File: src/motorCtrl_macros.svh
`ifndef MOTORCTRL_MACROS_SVH
`define MOTORCTRL_MACROS_SVH

// APB bus widths
`define MOTOR_ADDR_W      4
`define MOTOR_DATA_W      32

`define MOTOR_DUTY_W      12
`define MOTOR_STEP_W      25

`define MOTOR_PWM_FULL    12'd4095  // duty that holds pwm high
`define MOTOR_STEP_RST    25'd1000  // step length out of reset

`define MOTOR_ADDR_CTRL   4'h0
`define MOTOR_ADDR_DUTY   4'h4
`define MOTOR_ADDR_STEP   4'h8
`define MOTOR_ADDR_STATUS 4'hc

`endif

File: src/motorPkg.sv
`include "motorCtrl_macros.svh"

package motorPkg;

    typedef struct packed {
        logic                       psel;
        logic                       penable;
        logic                       pwrite;
        logic [`MOTOR_ADDR_W-1:0]   paddr;
        logic [`MOTOR_DATA_W-1:0]   pwdata;
    } apbReq;

    typedef struct packed {
        logic [`MOTOR_DATA_W-1:0]   prdata;
        logic                       pready;
        logic                       pslverr;
    } apbRsp;

    // register contents seen by the timer and the generator
    typedef struct packed {
        logic                       enable;
        logic                       dir;
        logic [`MOTOR_DUTY_W-1:0]   duty;
        logic [`MOTOR_STEP_W-1:0]   stepLen;
    } motorCfg;

    typedef struct packed {
        logic [2:0]                 high;  // bit 0 is phase A
        logic [2:0]                 low;
    } phaseDrive;

endpackage

File: src/commutationTimer.sv
`timescale 1ns/1ns
`include "motorCtrl_macros.svh"

module commutationTimer (
    input  logic              clk,
    input  logic              nRst,
    input  motorPkg::motorCfg cfg,
    output logic              stepLast,
    output logic [2:0]        stepIdx,
    output logic [2:0]        phaseEn,
    output logic [2:0]        low
);

    logic [`MOTOR_STEP_W-1:0] stepCnt;
    logic                     running;
    logic [2:0]               idxNext;
    logic [5:0]               stepDec;

    // phases come on one cycle after enable, so the first step is as long as the rest
    assign running  = (phaseEn != 3'b000);
    assign stepLast = cfg.enable && running && (stepCnt == '0);

    always_comb begin
        idxNext = stepIdx;
        if (stepLast) begin
            if (cfg.dir) begin
                idxNext = (stepIdx == 3'd0) ? 3'd5 : stepIdx - 3'd1;
            end else begin
                idxNext = (stepIdx == 3'd5) ? 3'd0 : stepIdx + 3'd1;
            end
        end
    end

    // high side in the upper half, low side in the lower half
    always_comb begin
        case (idxNext)
            3'd0:    stepDec = 6'b001_010;
            3'd1:    stepDec = 6'b001_100;
            3'd2:    stepDec = 6'b010_100;
            3'd3:    stepDec = 6'b010_001;
            3'd4:    stepDec = 6'b100_001;
            3'd5:    stepDec = 6'b100_010;
            default: stepDec = 6'b000_000;
        endcase
    end

    always_ff @(posedge clk or negedge nRst) begin
        if (!nRst) begin
            stepCnt <= '0;
            stepIdx <= 3'd0;
            phaseEn <= 3'b000;
            low     <= 3'b000;
        end else if (!cfg.enable) begin
            stepCnt <= cfg.stepLen;  // index keeps its value while stopped
            phaseEn <= 3'b000;
            low     <= 3'b000;
        end else begin
            if (stepLast || !running) begin
                stepCnt <= cfg.stepLen;
            end else begin
                stepCnt <= stepCnt - 1'b1;
            end
            stepIdx <= idxNext;
            phaseEn <= stepDec[5:3];
            low     <= stepDec[2:0];
        end
    end

    idxInRange: assert property (
        @(posedge clk) disable iff (!nRst) stepIdx < 3'd6
    );

    // one switch per side at most, and never both switches of one leg
    noShootThrough: assert property (
        @(posedge clk) disable iff (!nRst)
        $onehot0(phaseEn) && $onehot0(low) && ((phaseEn & low) == 3'b000)
    );

endmodule

File: src/motorCtrl.sv
`timescale 1ns/1ns

module motorCtrl (
    input  logic                  clk,
    input  logic                  nRst,
    input  motorPkg::apbReq       apbIn,
    output motorPkg::apbRsp       apbOut,
    output motorPkg::phaseDrive   drive
);

    motorPkg::motorCfg cfg;
    logic              stepLast;
    logic [2:0]        stepIdx;
    logic [2:0]        phaseEn;
    logic [2:0]        highSide;
    logic [2:0]        lowSide;

    motorRegs iRegs (
        .clk     (clk),
        .nRst    (nRst),
        .req     (apbIn),
        .rsp     (apbOut),
        .stepIdx (stepIdx),
        .cfg     (cfg)
    );

    commutationTimer iTimer (
        .clk      (clk),
        .nRst     (nRst),
        .cfg      (cfg),
        .stepLast (stepLast),
        .stepIdx  (stepIdx),
        .phaseEn  (phaseEn),
        .low      (lowSide)
    );

    pwmGenerator iPwm (
        .clk      (clk),
        .nRst     (nRst),
        .duty     (cfg.duty),
        .stepLast (stepLast),
        .phaseEn  (phaseEn),
        .high     (highSide)
    );

    assign drive = '{high: highSide, low: lowSide};

endmodule

File: src/motorRegs.sv
`timescale 1ns/1ns
`include "motorCtrl_macros.svh"

module motorRegs (
    input  logic              clk,
    input  logic              nRst,
    input  motorPkg::apbReq   req,
    output motorPkg::apbRsp   rsp,
    input  logic [2:0]        stepIdx,
    output motorPkg::motorCfg cfg
);

    logic                     access;
    logic                     wrEn;
    logic                     mapped;
    logic                     slvErr;
    logic [`MOTOR_DATA_W-1:0] rdData;

    assign access = req.psel && req.penable;  // zero wait states, so this is the last cycle
    assign wrEn   = access && req.pwrite;

    assign mapped = (req.paddr == `MOTOR_ADDR_CTRL) ||
                    (req.paddr == `MOTOR_ADDR_DUTY) ||
                    (req.paddr == `MOTOR_ADDR_STEP) ||
                    (req.paddr == `MOTOR_ADDR_STATUS);

    // STATUS is read only
    assign slvErr = access && (!mapped || (req.pwrite && req.paddr == `MOTOR_ADDR_STATUS));

    always_ff @(posedge clk or negedge nRst) begin
        if (!nRst) begin
            cfg.enable  <= 1'b0;
            cfg.dir     <= 1'b0;
            cfg.duty    <= '0;
            cfg.stepLen <= `MOTOR_STEP_RST;
        end else if (wrEn) begin
            case (req.paddr)
                `MOTOR_ADDR_CTRL: begin
                    cfg.enable <= req.pwdata[0];
                    cfg.dir    <= req.pwdata[1];
                end
                `MOTOR_ADDR_DUTY: begin
                    cfg.duty <= req.pwdata[`MOTOR_DUTY_W-1:0];
                end
                `MOTOR_ADDR_STEP: begin
                    cfg.stepLen <= req.pwdata[`MOTOR_STEP_W-1:0];
                end
                default: begin
                end
            endcase
        end
    end

    always_comb begin
        rdData = '0;
        if (access && !req.pwrite) begin
            case (req.paddr)
                `MOTOR_ADDR_CTRL: begin
                    rdData = {{(`MOTOR_DATA_W-2){1'b0}}, cfg.dir, cfg.enable};
                end
                `MOTOR_ADDR_DUTY: begin
                    rdData = {{(`MOTOR_DATA_W-`MOTOR_DUTY_W){1'b0}}, cfg.duty};
                end
                `MOTOR_ADDR_STEP: begin
                    rdData = {{(`MOTOR_DATA_W-`MOTOR_STEP_W){1'b0}}, cfg.stepLen};
                end
                `MOTOR_ADDR_STATUS: begin
                    rdData = {{(`MOTOR_DATA_W-4){1'b0}}, cfg.enable, stepIdx};  // enable at bit 3
                end
                default: begin
                    rdData = '0;
                end
            endcase
        end
    end

    assign rsp.prdata  = rdData;
    assign rsp.pready  = 1'b1;
    assign rsp.pslverr = slvErr;

    // the master must open every transfer with a setup phase
    penableNeedsPsel: assert property (
        @(posedge clk) disable iff (!nRst) req.penable |-> req.psel
    );

endmodule

File: src/pwmGenerator.sv
`timescale 1ns/1ns
`include "motorCtrl_macros.svh"

module pwmGenerator (
    input  logic                     clk,
    input  logic                     nRst,
    input  logic [`MOTOR_DUTY_W-1:0] duty,
    input  logic                     stepLast,
    input  logic [2:0]               phaseEn,
    output logic [2:0]               high
);

    logic [`MOTOR_DUTY_W-1:0] dutyQ;
    logic [`MOTOR_DUTY_W-1:0] pwmCnt;
    logic [`MOTOR_DUTY_W-1:0] offLoad;
    logic [`MOTOR_DUTY_W-1:0] onLoad;
    logic                     reload;
    logic                     cntLast;
    logic                     pwm;

    // restart the period at every commutation and while the bridge is off
    assign reload  = stepLast || (phaseEn == 3'b000);
    assign cntLast = (pwmCnt == '0);

    // counts are one less than the time spent in each level
    assign offLoad = `MOTOR_PWM_FULL - dutyQ;
    assign onLoad  = dutyQ - 1'b1;

    always_ff @(posedge clk or negedge nRst) begin
        if (!nRst) begin
            dutyQ <= '0;
        end else if (reload) begin
            dutyQ <= duty;
        end
    end

    always_ff @(posedge clk or negedge nRst) begin
        if (!nRst) begin
            pwm    <= 1'b0;
            pwmCnt <= `MOTOR_PWM_FULL;
        end else if (reload) begin
            pwm    <= 1'b0;
            pwmCnt <= `MOTOR_PWM_FULL - duty;  // off time of the duty being latched
        end else if (dutyQ == `MOTOR_PWM_FULL) begin
            pwm <= 1'b1;
        end else if (cntLast) begin
            if (pwm || dutyQ == '0) begin
                pwm    <= 1'b0;  // zero duty just keeps repeating the off time
                pwmCnt <= offLoad;
            end else begin
                pwm    <= 1'b1;
                pwmCnt <= onLoad;
            end
        end else begin
            pwmCnt <= pwmCnt - 1'b1;
        end
    end

    assign high = phaseEn & {3{pwm}};

    highOnlyWhenEnabled: assert property (
        @(posedge clk) disable iff (!nRst) (high & ~phaseEn) == 3'b000
    );

endmodule

File: config.mk
export PLATFORM = sky130hd
export DESIGN_NAME = motorCtrl
export DESIGN_NICKNAME = d
export VERILOG_FILES = /design/src/motorPkg.sv /design/src/commutationTimer.sv /design/src/motorCtrl.sv /design/src/motorRegs.sv /design/src/pwmGenerator.sv
export VERILOG_INCLUDE_DIRS = /design/src /design/src/src
export SDC_FILE = /design/constraint.sdc
export NUM_CORES = 1
export LEC_CHECK = 0
export BUFFER_PORTS_ARGS = -buffer_cell sky130_fd_sc_hd__buf_2
export CAP_MARGIN = 25
export CORE_UTILIZATION = 55
export CTS_CLUSTER_DIAMETER = 30
export DETAILED_ROUTE_END_ITERATION = 8
export PLACE_DENSITY = 0.77
export SLEW_MARGIN = 20
export SYNTH_ARGS = -nofsm -noshare
export SYNTH_HDL_FRONTEND = slang
export SYNTH_SLANG_ARGS = --single-unit
File: constraint.sdc
create_clock -name clk -period 3.1 [get_ports clk]
set_input_delay 0 -clock clk [delete_from_list [all_inputs] [get_ports clk]]
set_output_delay 0 -clock clk [all_outputs]
set_load 0.05 [all_outputs]
==> results_dict.tcl, run 1 <==
set metrics [dict create \
    numCtsBuffers 9 \
    grt_max_degree 51 \
    swShare 0.307 \
    ys_ff_latch 98 \
    gr-total-overflow 0 \
    fp.dieH_um 102 \
    max_freq_mhz 381 \
    post_cts_buffers 0 \
    final_nets 697 \
    yosysMostFrequentCell "dfrtp_1" \
    hold_ws_ns 0.156 \
    slowest_delay_ns 0.58 \
    antenna_left 0 \
    cp-end-kind "flip-flop" \
    wire_per_inst_um 16.0 \
    synth-seq-area-share 0.453 \
    met1Wirelength_um 5620 \
    vias 4477 \
    ys_async_sr_fraction 1.00 \
    p_int_mw 2.30 \
    power_switching_mw 1.02 \
    critPathArrivalTime_ns 2.92 \
    hold_violations 0 \
    cts.reportedPaths.clkPinSlew_ns 0.10 \
    cts_tree "built" \
    globalRouteTotalUtil 0.268 \
    pwr_density_cell_mw_per_mm2 517 \
    startpoint_type "flip-flop" \
    postSynthCellCount 564 \
    first_pass_iters 5 \
    area_delta_synth_final_pct 17.3 \
    wl_met2_um 6150 \
    slowest_stage "or4_4" \
    rsz0062_at_grt "false" \
    wirelength_um 12600 \
    wl_met3_um 618 \
    vdd_ir_drop_max_mv 0.287 \
    yosys_warnings 0 \
    crit_buf_inv 0 \
    dp_cells 744 \
    post-place-ws_ns 0.492 \
    drc 0 \
    synth_cell_types 66 \
    setup_ws_ns 0.478 \
    power_frac_clock 0.278 \
    portBuffers 65 \
    drv_cap 0 \
    p_seq_frac 0.490 \
    path_delay_family "simple AND/OR/NAND/NOR gates" \
    die_x_um 102 \
    highest_layer "met4" \
    root_buffer "clkbuf_8" \
    slew_headroom 0.546 \
    antenna_found_initial 0 \
    yosysTopAreaCell "dfrtp_1" \
    grt_pass1_wl_um 21200 \
    avgSynthCellArea_um2 9.69 \
    avgViaCountPerCell 5.70 \
    drive_gt1_frac 0.262 \
    synthTopCellsByArea "dfrtp_1 (37%), dfstp_2 (8.7%), mux2_2 (8.7%), nand2_1 (5.0%), xnor2_1 (4.3%)" \
    clockBufferDepth 2 \
    pwr-share-comb 0.232 \
    synth_common_cells "dfrtp_1 (80), nand2_1 (73), nor2_1 (45), mux2_2 (42), o21ai_0 (33)" \
    grt_pass1_vias 4381 \
    finalMaxSlewViolations 0 \
    tightest_slew_ns 0.681 \
    drt_iter0_drc 203 \
    dieArea_mm2 0.0103 \
    fin_crit_ns 2.62 \
    finalCritPeriodShare 0.846 \
    start_util 0.564 \
    hold_path_class "in2async" \
    cp_cell_sequence "or4_4 -> nor4_4 -> nand4b_4 -> mux2i_2 -> o211ai_2 -> or3_1 -> a21boi_1" \
    clock_latency_ns 0.37 \
    htree_levels 3 \
    row_count 36 \
    status "finished clean" \
    synthFlopType "dfrtp_1" \
    syn-cell-area_mm2 0.00547 \
    dp_hpwl_um 8970 \
    synth_edf_count 0 \
    path_max_fanout 10 \
    final-setup-viol-count 0 \
    n_antenna_cell 0 \
    gp_congestion 0.857 \
    ios 81 \
    core-area_mm2 0.00968 \
    crit_type "reg2reg" \
    cts.sinks 98 \
    worstPathRequired_ns 3.40 \
    fin_setup_tns_ns 0 \
    synth_top_area_frac 0.366 \
    clock_skew_ns 0.0142 \
    p_leak_nw 2.91 \
    final_cells 786 \
]
## metrics by stage
step	instance area, µm²	power [mW]	util
6_report	6410	3.31	0.662
3_5_place_dp	5930	2.38	0.612
3_3_place_gp	5900	2.34	0.610
4_1_cts	6410	3.32	0.662
2_1_floorplan	5490	2.17	-
5_1_grt	6410	3.50	0.662
## worst paths after layout
kind / depth (start not counted) / slack, ns / to / from
worst max-delay path: 7 / 0.48 / iTimer.low[0] / iTimer.stepCnt[21]
worst min-delay path: 2 / 0.16 / iPwm.dutyQ[4] / nRst
worst max register to register: 7 / 0.48 / iTimer.low[0] / iTimer.stepCnt[21]
worst min register to register: 2 / 0.51 / iTimer.stepCnt[19] / iRegs.cfg[19]
max in group asynchronous: 4 / 2.17 / iRegs.cfg[17] / nRst
min in group clk: 3 / 0.18 / iRegs.cfg[38] / apbIn[35]
## registers in the layout, summed over array words and instances, names as in the netlist
register	flops
iTimer.stepIdx	3
iRegs.cfg	39
iTimer.stepCnt	25
iPwm.dutyQ	12
iTimer.low	3
iPwm.pwmCnt	12
iPwm.pwm	1
iTimer.phaseEn	3
## what timing repair did
item,in CTS,in global routing
endpoints found under the hold margin,77,0
setup endpoints to repair,0,0
hold buffers,26,0
gates resized for setup,0,0
## cell usage in the layout, fill, tap and decap left out, drive strengths merged, types with 10 or more instances in the layout
cell and instances:
dfstp 18, clkbuf 12, o21ai 41, dlygate4sd3 26, nor3 18, dfrtp 80
a21oi 19, xnor2 27, and2 21, nor2 46, mux2 42, inv 14
a22oi 10, buf 77, nand2 73
## final cells by class
class                   count  area (µm²)
fillers                   781        3270
repair buffers            103         698
clock inverters             4        75.1
well taps                 133         166
inverters                  14        52.6
clock buffers              12         145
flip-flops and latches     98        2470
multi-input cells         422        2800
## worst reg2reg max path: stages, from the launching register on
cell      delay, ns
dfrtp_1        0.41
or4_4          0.58
nor4_4         0.34
nand4b_4       0.26
mux2i_2        0.28
o211ai_2       0.17
or3_1          0.38
a21boi_1       0.15
## power groups by stage
stage	registers [mW]	clock network, mW	logic, mW
CTS	1.62	0.936	0.766
floorplan	1.58	0	0.588
global placement	1.63	0	0.703
global route	1.65	0.999	0.854
detailed placement	1.65	0	0.731
finish	1.63	0.921	0.769
## layer usage
metal  vias to the layer above  global-route usage
met5                         -                   0
met4                         0              0.0847
met3                        13              0.0531
met2                       137               0.445
met1                      2198               0.353
li1                       2129                   -
## cell families after synthesis
family,share of synthesized area
xor gates and xnor gates,0.0561
buffers and inverters,0.0408
adders and majority gates,0.0183
muxes,0.105
AOI/OAI and AO/OA,0.124
and+or+nand+nor,0.202
other,0.00137
DFF,0.453
No activity file was read; power rests on OpenSTA's default activity.
==> inputs of run 2 (changes only) <==
- ABC_AREA: default -> 1
- CORE_UTILIZATION: 55 -> 53
- clock period: 3.1 -> 2.2 ns (I/O delays scaled with it)
==> results_dict.tcl, run 2 <==
set metrics [dict create \
    drt_iter0_drc 480 \
    num-fill-cells 993 \
    first_pass_iters 5 \
    p_seq_frac 0.442 \
    hold_violations 0 \
    antenna_left 0 \
    postSynthCellCount 871 \
    use_met3 0.0398 \
    area_delta_synth_final_pct 17.8 \
    p_leak_nw 3.73 \
    yosysMostFrequentCell "nand2_1" \
    gp_congestion 0.860 \
    p_int_mw 3.42 \
    htree_levels 3 \
    r2r_cells 12 \
    grt_max_degree 70 \
    die_x_um 108 \
    grt_use_met1 0.376 \
    clock_skew_ns 0.00420 \
    yosysTopAreaCell "dfrtp_1" \
    numCtsBuffers 9 \
    final_common_cell "nand2_1" \
    crit_path_frequent_cell "nand2_4" \
    finalMaxSlewViolations 0 \
    grtUsageMet2 0.406 \
    fp.dieH_um 108 \
    avgViaCountPerCell 5.10 \
    status "finished clean" \
    n_antenna_cell 0 \
    crit_type "reg2reg" \
    syn-cell-area_mm2 0.00598 \
    drc 0 \
    path_delay_family "simple AND/OR/NAND/NOR gates" \
    rrSetupSlack_ns 0.22 \
    cp-startpoint "iTimer.stepCnt[0]" \
    synth-seq-area-share 0.414 \
    slew_headroom 0.465 \
    placed_area_mm2 0.00650 \
    wirelength_um 14400 \
    fin_crit_ns 1.98 \
    regMostFlops "iRegs.cfg" \
    synth_cell_types 35 \
    final-setup-viol-count 0 \
    crit_end "iTimer.stepCnt[14]" \
    top_usage_layer "met2" \
    root_buffer "clkbuf_16" \
    dp_cells 1069 \
    antenna_found_initial 0 \
    grt_pass1_wl_um 24200 \
    final_cell_mix "nand2_1 (255), inv_1 (129), nor2_1 (120)" \
    hold_path_class "in2reg" \
    gr-total-overflow 0 \
    swShare 0.345 \
    yosys_warnings 0 \
    dp_hpwl_um 10300 \
    startpoint_type "flip-flop" \
    slowest_stage "dfrtp_1" \
    ys_async_sr_fraction 1.00 \
    reg2reg_to "iTimer.stepCnt[14]" \
    final-seq-area_mm2 0.00247 \
    final_cells 1111 \
    vdd_ir_drop_max_mv 0.478 \
    fin_setup_tns_ns 0 \
    start_util 0.546 \
    wire_per_inst_um 12.9 \
    core-area_mm2 0.0109 \
    pwr-share-comb 0.274 \
    vias 5663 \
    tightest_slew_ns 0.802 \
    slowest_delay_ns 0.38 \
    avgSynthCellArea_um2 6.86 \
    synthFlopType "dfrtp_1" \
    power_frac_clock 0.284 \
    multiInputGateArea_mm2 0.00283 \
    synthTopCellsByArea "dfrtp_1 (34%), nand2_1 (16%), inv_1 (8.1%), dfstp_2 (7.9%), nor2_1 (7.5%)" \
    clock_latency_ns 0.35 \
    critPathArrivalTime_ns 2.22 \
    cp.depth 12 \
    post_cts_buffers 0 \
    clockBufferDepth 2 \
    synth_top_area_frac 0.335 \
    drv_cap 0 \
    final_cell_area_mm2 0.00704 \
    synth_common_cells "nand2_1 (255), inv_1 (129), nor2_1 (120), dfrtp_1 (80), o21ai_0 (53)" \
    cts.sinks 98 \
    cp-end-kind "flip-flop" \
    drive_gt1_frac 0.137 \
    path_max_fanout 23 \
    cts.repair.resized 0 \
    cts.reportedPaths.clkPinSlew_ns 0.07 \
    cts_tree "built" \
    worstPathRequired_ns 2.44 \
    power_switching_mw 1.80 \
    largest_register_ff_count 39 \
    cp_cell_sequence "inv_1 -> ha_1 -> nand4_1 -> nor2_2 -> nand2_4 -> nand2_4 -> inv_4 -> nand2_4 -> buf_12 -> nand2_1 -> o21ai_0 -> inv_1" \
    portBuffers 65 \
    finalPower_mw 5.22 \
    final_nets 1015 \
    globalRouteTotalUtil 0.266 \
    grt_pass1_vias 5205 \
    rsz0062_at_grt "false" \
    pwr_density_cell_mw_per_mm2 741 \
    r2r-start "iTimer.stepCnt[0]" \
    biggestRegsByFlops "iRegs.cfg: 39 flops, iTimer.stepCnt: 25 flops" \
    ios 81 \
    row_count 38 \
    crit_buf_inv 4 \
    finalCritPeriodShare 0.901 \
    ys_ff_latch 98 \
    synth_edf_count 0 \
    max_freq_mhz 504 \
    dieArea_mm2 0.0117 \
]
==> run 2: cell count changes after synthesis, moves of 15 or more <==
cell     change
nand2_1    +182
inv_1      +117
nor2_1      +75
nand3_1     +43
mux2_2      -42
xnor2_1     -22
and2_1      -20
o21ai_0     +20
a21oi_1     +15
==> run 2: how the worst min path moves through the flow <==
stage                   start            end  slack [ns]  cells past startpoint
CTS                 apbIn[36]  iRegs.cfg[28]        0.08                      5
global placement         nRst  iRegs.cfg[34]       -0.04                      1
detailed placement       nRst  iRegs.cfg[34]       -0.04                      1
floorplan                nRst  iPwm.dutyQ[0]       -0.30                      0
global route             nRst  iRegs.cfg[34]        0.18                      2
finish              apbIn[36]  iRegs.cfg[28]         0.1                      5
==> run 2: cells by family after synthesis <==
kind of cell / after synthesis / share of synthesized area
flip-flops: 98 / 0.414
other: 2 / 0.00126
buffers and inverters: 167 / 0.117
AND/OR/NAND/NOR: 470 / 0.325
XOR/XNOR: 21 / 0.0308
adder cells (fa/ha/maj): 8 / 0.0168
AO/OA/AOI/OAI: 104 / 0.0938
multiplexers: 1 / 0.00188
==> run 2: power groups by stage <==
stage | logic (mW) | registers (mW) | clock network, mW
after floorplan | 1.03 | 2.28 | 0
after CTS | 1.42 | 2.30 | 1.51
after global routing | 1.64 | 2.34 | 1.58
final | 1.43 | 2.30 | 1.48
after global placement | 1.35 | 2.32 | 0
after detailed placement | 1.38 | 2.33 | 0
==> run 2: cell type report <==
class,count,area share
inverters,132,0.0708
repair buffers,113,0.112
clock inverters,4,0.00391
clock buffers,12,0.0350
well taps,140,0.0249
flip-flops and latches,98,0.352
multi-input cells,612,0.401
==> run 2: what timing repair did <==
item                                    in CTS  in global routing
hold buffers                                26                  0
hold endpoints to repair                    68                  0
endpoints found under the setup margin       0                  0
==> run 2: stage by stage <==
step	utilization	hold slack, ns	worst slack, ns
CTS	0.644	0.0774	0.220
global placement	0.595	-0.0354	0.353
finish	0.644	0.0969	0.217
global route	0.644	0.176	0.0907
floorplan	-	-0.296	0.451
detailed placement	0.595	-0.0368	0.232
==> run 2: worst min-delay path, delay by kind of cell <==
kind                   cells  cell delay, ns
buffers and inverters      2            0.16
and+or+nand+nor            2            0.16
AOI/OAI and AO/OA          1            0.08
==> run 2: per-layer routing <==
layer	up-vias	wire, µm
li1	2872	-
met1	2596	6970
met2	165	6330
met3	30	639
met4	0	418
met5	-	0
